### src/design/dispatch_consts.svh
`ifndef DispatchConstsSvh
`define DispatchConstsSvh

// architectural registers, x0 included
`define RegCount 32

// register value and immediate width
`define DataWidth 32

// instruction address width
`define AddrWidth 32

// op code handed through to the execution units
`define OpWidth 6

// entries in each tag pool
`define TagPoolDepth 8

// upper tag bits pick the pool
`define AluTagPrefix 2'b01
`define LsTagPrefix 2'b10

// tag zero means the value is present, no producer pending
`define TagFree 5'b00000

`endif

### src/design/renamePkg.sv
`include "dispatch_consts.svh"

package renamePkg;

    typedef logic [$clog2(`RegCount)-1:0] regName_t;

    typedef logic [`DataWidth-1:0] data_t;

    typedef logic [1:0] tagPrefix_t;

    typedef logic [$clog2(`TagPoolDepth)-1:0] tagIndex_t;

    // prefix selects the pool, index the slot in it
    typedef struct packed {
        tagPrefix_t prefix;
        tagIndex_t  index;
    } tag_t;

    // result broadcast from an execution unit
    typedef struct packed {
        logic  valid;
        tag_t  tag;
        data_t data;
    } cdb_t;

    // tag handed back at commit
    typedef struct packed {
        logic valid;
        tag_t tag;
    } retire_t;

    typedef struct packed {
        logic                  valid;
        logic [`OpWidth-1:0]   op;
        data_t                 operandO;
        data_t                 operandT;
        tag_t                  tagO;
        tag_t                  tagT;
        tag_t                  tagW;
        regName_t              nameW;
        logic [`AddrWidth-1:0] addr;
    } aluEntry_t;

    typedef struct packed {
        logic                  valid;
        logic [`OpWidth-1:0]   op;
        data_t                 operandO;
        data_t                 operandT;
        tag_t                  tagO;
        tag_t                  tagT;
        data_t                 imm;
        logic [`AddrWidth-1:0] addr;
    } branchEntry_t;

    typedef struct packed {
        logic                valid;
        logic [`OpWidth-1:0] op;
        data_t               operandO;
        data_t               operandT;
        tag_t                tagO;
        tag_t                tagT;
        tag_t                tagW;
        regName_t            nameW;
        data_t               imm;
    } lsEntry_t;

endpackage

### src/design/isaPkg.sv
`include "dispatch_consts.svh"

package isaPkg;

    // instruction class as the decoder reports it
    typedef enum logic [3:0] {
        ClassLui   = 4'd0,
        ClassAuipc = 4'd1,
        ClassJal   = 4'd2,
        ClassJalr  = 4'd3,
        ClassB     = 4'd4,
        ClassLd    = 4'd5,
        ClassSt    = 4'd6,
        ClassRi    = 4'd7,
        ClassRr    = 4'd8
    } opClass_t;

    typedef logic [`OpWidth-1:0] opCode_t;

    typedef logic [`AddrWidth-1:0] instAddr_t;

    // one decoded instruction
    // imm is already the right form for the class (I, S, B, U or J)
    typedef struct packed {
        opClass_t            opClass;
        opCode_t             opCode;
        instAddr_t           instAddr;
        renamePkg::regName_t rsO;
        renamePkg::regName_t rsT;
        renamePkg::regName_t rd;
        renamePkg::data_t    imm;
    } decodedInst_t;

endpackage

### src/design/renameTable.sv
`timescale 1ns/100ps
`include "dispatch_consts.svh"

module renameTable (
    input  logic                clk,
    input  logic                reset,
    input  renamePkg::regName_t readNameO,
    input  renamePkg::regName_t readNameT,
    output renamePkg::tag_t     readTagO,
    output renamePkg::tag_t     readTagT,
    output renamePkg::data_t    readDataO,
    output renamePkg::data_t    readDataT,
    input  logic                renameEn,
    input  renamePkg::regName_t renameName,
    input  renamePkg::tag_t     renameTag,
    input  renamePkg::cdb_t     cdb
);

    renamePkg::tag_t  tagTable [`RegCount];
    renamePkg::data_t dataTable [`RegCount];

    logic cdbLive;
    logic renameLive;

    // a free tag on the bus would match every ready entry
    assign cdbLive = cdb.valid && (cdb.tag != `TagFree);

    // x0 is never renamed
    assign renameLive = renameEn && (renameName != '0);

    always_ff @(posedge clk) begin
        if (reset) begin
            for (int i = 0; i < `RegCount; i++) begin
                tagTable[i] <= `TagFree;
                dataTable[i] <= '0;
            end
        end else begin
            // capture the broadcast in every waiting entry
            for (int i = 1; i < `RegCount; i++) begin
                if (cdbLive && (tagTable[i] == cdb.tag)) begin
                    tagTable[i] <= `TagFree;
                    dataTable[i] <= cdb.data;
                end
            end
            // later assignment, so a rename on the same edge wins
            if (renameLive) begin
                tagTable[renameName] <= renameTag;
            end
        end
    end

    // entry 0 keeps its reset contents, tag free and value zero
    assign readTagO = tagTable[readNameO];
    assign readTagT = tagTable[readNameT];
    assign readDataO = dataTable[readNameO];
    assign readDataT = dataTable[readNameT];

endmodule

### src/design/tagFreeList.sv
`timescale 1ns/100ps
`include "dispatch_consts.svh"

module tagFreeList #(
    parameter renamePkg::tagPrefix_t PoolPrefix = `AluTagPrefix
) (
    input  logic                 clk,
    input  logic                 reset,
    input  logic                 allocEn,
    output renamePkg::tagIndex_t freeIndex,
    output logic                 anyFree,
    input  renamePkg::retire_t   retire
);

    // one bit per slot, set while the slot is free
    logic [`TagPoolDepth-1:0] freeMap;

    logic releaseHit;

    // only retires from this pool touch the map
    assign releaseHit = retire.valid && (retire.tag.prefix == PoolPrefix);

    assign anyFree = |freeMap;

    // lowest free slot, scanned from the top down
    always_comb begin
        freeIndex = '0;
        for (int i = `TagPoolDepth - 1; i >= 0; i--) begin
            if (freeMap[i]) begin
                freeIndex = renamePkg::tagIndex_t'(i);
            end
        end
    end

    always_ff @(posedge clk) begin
        if (reset) begin
            freeMap <= '1;
        end else begin
            if (allocEn) begin
                freeMap[freeIndex] <= 1'b0;
            end
            // a retired slot is never the one being allocated
            if (releaseHit) begin
                freeMap[retire.tag.index] <= 1'b1;
            end
        end
    end

endmodule

### src/design/dispatcher.sv
`timescale 1ns/100ps
`include "dispatch_consts.svh"

module dispatcher (
    input  logic                   clk,
    input  logic                   reset,
    input  isaPkg::decodedInst_t   inst,
    input  logic                   instValid,
    output logic                   accept,
    output renamePkg::regName_t    readNameO,
    output renamePkg::regName_t    readNameT,
    input  renamePkg::tag_t        readTagO,
    input  renamePkg::tag_t        readTagT,
    input  renamePkg::data_t       readDataO,
    input  renamePkg::data_t       readDataT,
    output logic                   renameEn,
    output renamePkg::regName_t    renameName,
    output renamePkg::tag_t        renameTag,
    input  renamePkg::tagIndex_t   aluFreeIndex,
    input  renamePkg::tagIndex_t   lsFreeIndex,
    input  logic                   aluAnyFree,
    input  logic                   lsAnyFree,
    output logic                   aluAllocEn,
    output logic                   lsAllocEn,
    input  renamePkg::cdb_t        cdb,
    input  logic                   aluReady,
    input  logic                   branchReady,
    input  logic                   lsReady,
    input  logic                   misTaken,
    output renamePkg::aluEntry_t   aluIssue,
    output renamePkg::branchEntry_t branchIssue,
    output renamePkg::lsEntry_t    lsIssue
);

    logic isLs;
    logic isBranch;
    logic portReady;
    logic tagReady;
    renamePkg::tag_t newTag;
    renamePkg::tag_t srcTagO;
    renamePkg::tag_t srcTagT;
    renamePkg::data_t srcDataO;
    renamePkg::data_t srcDataT;
    renamePkg::aluEntry_t aluNext;
    renamePkg::branchEntry_t branchNext;
    renamePkg::lsEntry_t lsNext;

    assign isLs = (inst.opClass == isaPkg::ClassLd) || (inst.opClass == isaPkg::ClassSt);
    assign isBranch = (inst.opClass == isaPkg::ClassB);

    assign portReady = isLs ? lsReady : (isBranch ? branchReady : aluReady);

    // branches need no tag
    assign tagReady = isBranch || (isLs ? lsAnyFree : aluAnyFree);

    assign accept = instValid && !misTaken && portReady && tagReady;

    assign newTag.prefix = isLs ? `LsTagPrefix : `AluTagPrefix;
    assign newTag.index = isLs ? lsFreeIndex : aluFreeIndex;

    assign aluAllocEn = accept && !isLs && !isBranch;
    assign lsAllocEn = accept && isLs;

    // stores and branches write no register
    assign renameEn = accept && !isBranch && (inst.opClass != isaPkg::ClassSt) && (inst.rd != '0);
    assign renameName = inst.rd;
    assign renameTag = newTag;

    assign readNameO = inst.rsO;
    assign readNameT = inst.rsT;

    // bypass a result broadcast on this very cycle
    always_comb begin
        srcTagO = readTagO;
        srcDataO = readDataO;
        if (cdb.valid && (readTagO != `TagFree) && (cdb.tag == readTagO)) begin
            srcTagO = `TagFree;
            srcDataO = cdb.data;
        end
        srcTagT = readTagT;
        srcDataT = readDataT;
        if (cdb.valid && (readTagT != `TagFree) && (cdb.tag == readTagT)) begin
            srcTagT = `TagFree;
            srcDataT = cdb.data;
        end
    end

    always_comb begin
        aluNext = '0;
        branchNext = '0;
        lsNext = '0;
        case (inst.opClass)
            isaPkg::ClassLui, isaPkg::ClassAuipc, isaPkg::ClassJalr, isaPkg::ClassRi: begin
                aluNext.operandO = srcDataO;
                aluNext.tagO = srcTagO;
                aluNext.operandT = inst.imm;
            end
            isaPkg::ClassJal: begin
                // link address computed from the pc
                aluNext.operandO = inst.instAddr;
                aluNext.operandT = inst.imm;
            end
            isaPkg::ClassB: begin
                branchNext.operandO = srcDataO;
                branchNext.tagO = srcTagO;
                branchNext.operandT = srcDataT;
                branchNext.tagT = srcTagT;
                branchNext.imm = inst.imm;
            end
            isaPkg::ClassLd: begin
                lsNext.operandO = srcDataO;
                lsNext.tagO = srcTagO;
                lsNext.nameW = inst.rd;
            end
            isaPkg::ClassSt: begin
                lsNext.operandO = srcDataO;
                lsNext.tagO = srcTagO;
                lsNext.operandT = srcDataT;
                lsNext.tagT = srcTagT;
            end
            default: begin
                // RR reads two register sources
                aluNext.operandO = srcDataO;
                aluNext.tagO = srcTagO;
                aluNext.operandT = srcDataT;
                aluNext.tagT = srcTagT;
            end
        endcase
        aluNext.valid = accept && !isLs && !isBranch;
        aluNext.op = inst.opCode;
        aluNext.tagW = newTag;
        aluNext.nameW = inst.rd;
        aluNext.addr = inst.instAddr;
        branchNext.valid = accept && isBranch;
        branchNext.op = inst.opCode;
        branchNext.addr = inst.instAddr;
        lsNext.valid = accept && isLs;
        lsNext.op = inst.opCode;
        lsNext.tagW = newTag;
        lsNext.imm = inst.imm;
    end

    // the issue valid lasts one cycle per accepted instruction
    always_ff @(posedge clk) begin
        if (reset) begin
            aluIssue.valid <= 1'b0;
            branchIssue.valid <= 1'b0;
            lsIssue.valid <= 1'b0;
        end else begin
            aluIssue <= aluNext;
            branchIssue <= branchNext;
            lsIssue <= lsNext;
        end
    end

endmodule

### src/design/dispatchTop.sv
`timescale 1ns/100ps
`include "dispatch_consts.svh"

module dispatchTop (
    input  logic                    clk,
    input  logic                    reset,
    input  isaPkg::decodedInst_t    inst,
    input  logic                    instValid,
    output logic                    accept,
    input  renamePkg::cdb_t         cdb,
    input  renamePkg::retire_t      retire,
    input  logic                    aluReady,
    input  logic                    branchReady,
    input  logic                    lsReady,
    input  logic                    misTaken,
    output renamePkg::aluEntry_t    aluIssue,
    output renamePkg::branchEntry_t branchIssue,
    output renamePkg::lsEntry_t     lsIssue
);

    renamePkg::regName_t readNameO;
    renamePkg::regName_t readNameT;
    renamePkg::tag_t readTagO;
    renamePkg::tag_t readTagT;
    renamePkg::data_t readDataO;
    renamePkg::data_t readDataT;
    logic renameEn;
    renamePkg::regName_t renameName;
    renamePkg::tag_t renameTag;
    renamePkg::tagIndex_t aluFreeIndex;
    renamePkg::tagIndex_t lsFreeIndex;
    logic aluAnyFree;
    logic lsAnyFree;
    logic aluAllocEn;
    logic lsAllocEn;

    renameTable regTable (
        .clk        (clk),
        .reset      (reset),
        .readNameO  (readNameO),
        .readNameT  (readNameT),
        .readTagO   (readTagO),
        .readTagT   (readTagT),
        .readDataO  (readDataO),
        .readDataT  (readDataT),
        .renameEn   (renameEn),
        .renameName (renameName),
        .renameTag  (renameTag),
        .cdb        (cdb)
    );

    tagFreeList #(.PoolPrefix(`AluTagPrefix)) aluTags (
        .clk       (clk),
        .reset     (reset),
        .allocEn   (aluAllocEn),
        .freeIndex (aluFreeIndex),
        .anyFree   (aluAnyFree),
        .retire    (retire)
    );

    tagFreeList #(.PoolPrefix(`LsTagPrefix)) lsTags (
        .clk       (clk),
        .reset     (reset),
        .allocEn   (lsAllocEn),
        .freeIndex (lsFreeIndex),
        .anyFree   (lsAnyFree),
        .retire    (retire)
    );

    dispatcher control (
        .clk          (clk),
        .reset        (reset),
        .inst         (inst),
        .instValid    (instValid),
        .accept       (accept),
        .readNameO    (readNameO),
        .readNameT    (readNameT),
        .readTagO     (readTagO),
        .readTagT     (readTagT),
        .readDataO    (readDataO),
        .readDataT    (readDataT),
        .renameEn     (renameEn),
        .renameName   (renameName),
        .renameTag    (renameTag),
        .aluFreeIndex (aluFreeIndex),
        .lsFreeIndex  (lsFreeIndex),
        .aluAnyFree   (aluAnyFree),
        .lsAnyFree    (lsAnyFree),
        .aluAllocEn   (aluAllocEn),
        .lsAllocEn    (lsAllocEn),
        .cdb          (cdb),
        .aluReady     (aluReady),
        .branchReady  (branchReady),
        .lsReady      (lsReady),
        .misTaken     (misTaken),
        .aluIssue     (aluIssue),
        .branchIssue  (branchIssue),
        .lsIssue      (lsIssue)
    );

endmodule

### config.mk
export PLATFORM = sky130hd
export DESIGN_NAME = dispatchTop
export DESIGN_NICKNAME = d
export VERILOG_FILES = /design/src/design/renamePkg.sv /design/src/design/isaPkg.sv /design/src/design/renameTable.sv /design/src/design/tagFreeList.sv /design/src/design/dispatcher.sv /design/src/design/dispatchTop.sv
export VERILOG_INCLUDE_DIRS = /design/src /design/src/design
export SDC_FILE = /design/constraint.sdc
export NUM_CORES = 2
export LEC_CHECK = 0
export BUFFER_PORTS_ARGS = -buffer_cell sky130_fd_sc_hd__buf_2
export CAP_MARGIN = 0
export CELL_PAD_IN_SITES_DETAIL_PLACEMENT = 2
export CELL_PAD_IN_SITES_GLOBAL_PLACEMENT = 2
export CORE_UTILIZATION = 45
export CTS_CLUSTER_DIAMETER = 120
export DETAILED_ROUTE_END_ITERATION = 10
export GPL_ROUTABILITY_DRIVEN = 0
export PLACE_DENSITY_LB_ADDON = 0.1
export SYNTH_ARGS = -nofsm -noshare
export SYNTH_HDL_FRONTEND = slang
export SYNTH_SLANG_ARGS = --single-unit
### constraint.sdc
create_clock -name clk -period 25.1 [get_ports clk]
set_input_delay 3.765 -clock clk [delete_from_list [all_inputs] [get_ports clk]]
set_output_delay 3.765 -clock clk [all_outputs]
set_load 0.03 [all_outputs]
# --- Word-level counts from Yosys, hierarchy flattened ---
# Memory sizes are Yosys's and may differ from the RTL's.
# Cells that the tools add are included.
totals:
  reg_bits: 358
  ram_bits: 1184
  input_bits: 140
  out_inout_bits: 392
  word_cells: 545
  mem_count: 2
op_classes:
  order_cmp: 6
  n_eq_ne: 74
  muxes: 201
  bitwise: 161
  reduce_logical: 70
memory_table:
  columns: ["memory", "words", "word_bits", "rd", "rd_ports_with_merged_regs", "write_ports", "line_no", "text"]
  rows:
  - ["regTable.dataTable", 32, 32, 2, 0, 32, "renameTable.sv:20", "renamePkg::data_t dataTable [`RegCount];"]
  - ["regTable.tagTable", 32, 5, 33, 0, 32, "renameTable.sv:19", "renamePkg::tag_t tagTable [`RegCount];"]
op_table:
  columns: ["operator", "n"]
  rows:
  - ["two-way mux 32 bit", 33]
  - ["one-hot mux 64 bit (3 select lines)", 1]
  - ["two-way mux 5 bit", 35]
  - ["equality test 5 bit", 33]
  - ["equality test 5 bit (first input constant)", 31]
  - ["two-way mux 1 bit", 105]
  - ["bitwise AND 1 bit", 62]
  - ["bitwise OR 1 bit", 62]
  - ["logical AND 1 bit", 52]
  - ["two-way mux 3 bit", 17]
  - ["two-way mux 8 bit", 6]
  - ["NOT 1 bit", 31]
  - ["OR reduction 8 bit", 3]
  - ["nonzero test 5 bit", 4]
  - ["bitwise AND 8 bit", 2]
  - ["equality test 4 x 3 -> 1 bit (second input constant)", 4]
  - ["NOT 8 bit", 2]
  - ["bitwise OR 8 bit", 2]
  - ["< comparator 3 x 4 -> 1 bit (second input constant)", 3]
  - ["demux 1 bit (select 3 bit)", 3]
  - [">= comparator 3 x 1 -> 1 bit (second input constant)", 3]
  - ["equality test 4 x 2 -> 1 bit (second input constant)", 2]
  - ["OR reduction 4 bit", 2]
  - ["OR reduction 5 bit", 1]
  - ["10 further kinds", 13]

# --- Longest topological paths before layout ---
logic_depth:
  depth_word: 18
  depth_mapped: 14
  ltp_nobuf: 9

# --- Hierarchy ---
# Synthesis repeated with hierarchy kept, for this count alone.
unflattened:
  hier_cells: 5296
  hier_area_um2: 76405.8
modules_own_cells:
  columns: ["module", "n_inst", "cells_each", "area_each_um2", "seq_area_each_um2"]
  rows:
  - ["renameTable", 1, 3913, 59360.7, 34593.2]
  - ["dispatcher", 1, 1282, 16149.2, 10239.8]
  - ["tagFreeList (lsTags)", 1, 51, 452.9, 160.2]
  - ["tagFreeList (aluTags)", 1, 50, 442.9, 160.2]

# --- Worst setup path before layout ---
# No wires, ideal clock.
synth_path:
  kind: "input -> register"
  start: "input port reset"
  end: "memory regTable.dataTable[11][0] (netlist bit), enable pin"
  setup_time_ns: 1.174
  arrival_time_ns: 18.353
  t_required_ns: 23.926
  path_slack_ns: 5.574
  cell_stages: 5
  path_buffers: 3
  path_cell_list: "clkbuf_1 inv_2 clkbuf_1 clkbuf_1 nand2_1"
synth_rtl:
  columns: ["element", "line_no", "text"]
  rows:
  - ["from (decl)", "dispatchTop.sv:6", "input logic reset,"]
  - ["to (decl)", "renameTable.sv:20", null]

# --- Final worst setup path ---
layout_path:
  start: "input port inst[88] (netlist bit)"
  end: "output port accept"
layout_between:
  elab_chain_len: 5
  elab_cells_between_ends: 10
  cone_classes: "3 x eq/ne; 3 x mux; 4 x reduce/logical"
layout_lines:
  columns: ["element", "line_no", "text"]
  rows:
  - ["from (decl)", "dispatchTop.sv:7", "input isaPkg::decodedInst_t inst,"]
  - ["equality test 4 x 3 -> 1 bit, on equally long branches", "dispatcher.sv:49, dispatcher.sv:48", null]
  - ["two-way mux 1 bit / logical OR 1 bit (equally long branches)", "dispatcher.sv:51, dispatcher.sv:48", null]
  - ["two-way mux 1 bit, on equally long branches", "dispatcher.sv:51, dispatcher.sv:54", null]
  - ["logical AND 1 bit / logical OR 1 bit (equally long branches)", "dispatcher.sv:56, dispatcher.sv:54", null]
  - ["logical AND 1 bit *", "dispatcher.sv:56", "assign accept = instValid && !misTaken && portReady && tagReady;"]
  - ["to (decl)", "dispatchTop.sv:9", "output logic accept,"]
# Mark *: on every way between the ends. The rest lies on a longest branch, timed or not.

==> flow_summary.json <==
{
  "critPathKind": "primary input to primary output",
  "cts_sinks": 1510,
  "drive_above_1_share": 0.314,
  "seq_area_mm2": 0.0452,
  "grt_use_met1": 0.465,
  "hold_start": "lsTags.freeMap[3]",
  "power_leakage_nw": 30.0,
  "htree_levels": 4,
  "clock_skew_ns": 0.0245,
  "cts-root-buf": "clkbuf_16",
  "num_rows": 148,
  "ys_ff_latch": 1510,
  "grt_pass1_wl_um": 405000,
  "period_share": 0.405,
  "layout.nets": 5304,
  "hpwl_um": 183000,
  "area_growth_pct": 13.5,
  "ctsHoldBuffers": 0,
  "max_freq_ghz": 0.0985,
  "worstPathRequired_ns": 21.33,
  "end_kind": "primary output",
  "cts.path.max_buffers": 3,
  "synth_flop_cell": "edfxtp_1",
  "worstPathMaxFanout": 40,
  "cts_buffers": 168,
  "vias": 50133,
  "top_level_ports": 532,
  "cts.repair.resized": 0,
  "synthesis.yosys.warnings": 0,
  "placed_area_mm2": 0.0787,
  "grt_pass1_vias": 52291,
  "cts_tree": "built",
  "clk_latency_ns": 0.82,
  "worst_pin_slew_ns": 1.11,
  "hold_class": "flop to flop",
  "yosysSeqAreaShare": 0.611,
  "path_clk_slew_ns": 0.06,
  "postSynthCellCount": 4781,
  "top_usage_layer": "met2",
  "wire_per_inst_um": 38.7,
  "rsz0062_at_grt": "false",
  "period_needed_ns": 10.15,
  "die_w_um": 407,
  "synth_edf_count": 1491,
  "critPathLaunch": "inst[88]",
  "relSlewSlack": 0.259,
  "r2r-start": "regTable.tagTable[16][0]",
  "coreArea_mm2": 0.163,
  "tns_ns": 0,
  "die_h_um": 407,
  "final_common_cell": "edfxtp_1",
  "synth_area_mm2": 0.0739,
  "io_buffers": 531,
  "power_density_mw_per_mm2": 75.3,
  "multi_input_area_mm2": 0.0268,
  "grt_overflow": 0,
  "die_area_mm2": 0.166,
  "routed_wl_um": 290000,
  "met3_usage": 0.0582,
  "async_reset_ff_frac": 0,
  "synth_cell_types": 74,
  "ant_nets": 0,
  "viasPerCell": 6.70,
  "hold_viol_final": 0,
  "grt_max_degree": 162,
  "setup_viol": 0,
  "slew_violations": 0,
  "status": "complete, no violations",
  "drc": 0,
  "fill_cells": 14809,
  "drtPass1Iterations": 5,
  "fin_util": 0.515,
  "grt_usage": 0.345,
  "crit_arrival_ns": 6.39,
  "startpoint_type": "primary input",
  "ir_drop_mv": 0.0808,
  "max_cap_viol_count": 0,
  "antenna_found_initial": 21,
  "design_area_mm2": 0.0839,
  "layout_common_cells": "1,491 x edfxtp_1, 823 x nor2_1, 628 x mux4_2",
  "post_cts_buffers": 0,
  "drt_iter0_markers": 6543,
  "grt_use_met2": 0.565,
  "synth_area_per_cell_um2": 15.5,
  "initial_core_util": 0.453
}
==> synth_stat cells, types with 46 or more instances <==
cell type  number  area share
a22o_1         65      0.0077
buf_1          56      0.0028
nand2_1       148      0.0075
nor2_1        825       0.042
o21ai_0        53      0.0036
clkbuf_1      304       0.015
o31ai_1        66      0.0067
buf_2          53      0.0036
mux2_2         74       0.011
xnor2_1        67      0.0079
inv_1          46      0.0023
buf_4          51      0.0052
edfxtp_1     1491        0.61
nand4_1        54      0.0046
and3_1         70      0.0059
mux4_2        628        0.19
nor3_1         64      0.0043
xor2_1         96       0.011
mux2i_1        89       0.012
a21oi_1        83      0.0056
==> power by group <==
group | switching (W) | total [W] | internal, W
Clock | 0.00105 | 0.00242 | 0.00136
Combinational | 0.000600 | 0.000893 | 0.000293
Sequential | 0.0000818 | 0.00301 | 0.00292
Total | 0.00173 | 0.00631 | 0.00458
==> path summary, 6_finish.rpt <==
path / cells past startpoint / end / slack, ns
worst min-delay path: 2 / lsTags.freeMap[3] / 0.50
worst min register to register: 2 / lsTags.freeMap[3] / 0.50
worst max register to register: 9 / control.aluIssue[104] / 20.80
worst max-delay path: 7 / accept / 14.95
==> metal layers <==
layer | share of wire | vias to the layer above
met2 | 0.49 | 2916
met5 | 0.00011 | -
met1 | 0.39 | 27065
met4 | 0.040 | 4
met3 | 0.085 | 548
li1 | - | 19600
==> sequential cells by signal (all words and copies together), names as in the netlist <==
signal,count
control.branchIssue,107
control.aluIssue,123
regTable.dataTable,992
aluTags.freeMap,8
regTable.tagTable,160
lsTags.freeMap,8
control.lsIssue,112
==> cell families after synthesis <==
kind of cell	count (synthesis)	share of synthesized area
AND/OR/NAND/NOR	1383	0.0833
multiplexers	792	0.215
flip-flops	1510	0.611
XOR/XNOR	163	0.0193
AO/OA/AOI/OAI	416	0.0411
other	1	0.0000507
buffers and inverters	516	0.0301
==> per-stage QoR <==
stage | worst slack [ns] | hold slack (ns) | instances | power, W
2_1_floorplan | 5.57 | 0.448 | 4785 | 0.00357
3_3_place_gp | 15.11 | 0.482 | 7169 | 0.00389
3_5_place_dp | 15.01 | 0.487 | 7169 | 0.00393
4_1_cts | 14.97 | 0.496 | 7474 | 0.00632
5_1_grt | 14.84 | 0.523 | 7478 | 0.00645
6_report | 14.95 | 0.500 | 7480 | 0.00631
==> area by class of cell <==
type | count | area share
Sequential cell | 1510 | 0.538
Multi-Input combinational cell | 2759 | 0.319
Clock buffer | 218 | 0.0536
Timing Repair Buffer | 677 | 0.0458
Tap cell | 2175 | 0.0324
Clock inverter | 87 | 0.00852
Inverter | 48 | 0.00224
Antenna cell | 6 | 0.000179
==> worst max-delay path, cell delays in order <==
cell and delay, ns:
buf_2 0.10, buf_4 0.29, nor2b_1 0.35, nand2_4 0.35, a2111oi_0 0.71, a21boi_2 0.52, buf_2 0.29
(Power assumes the default switching activity.)
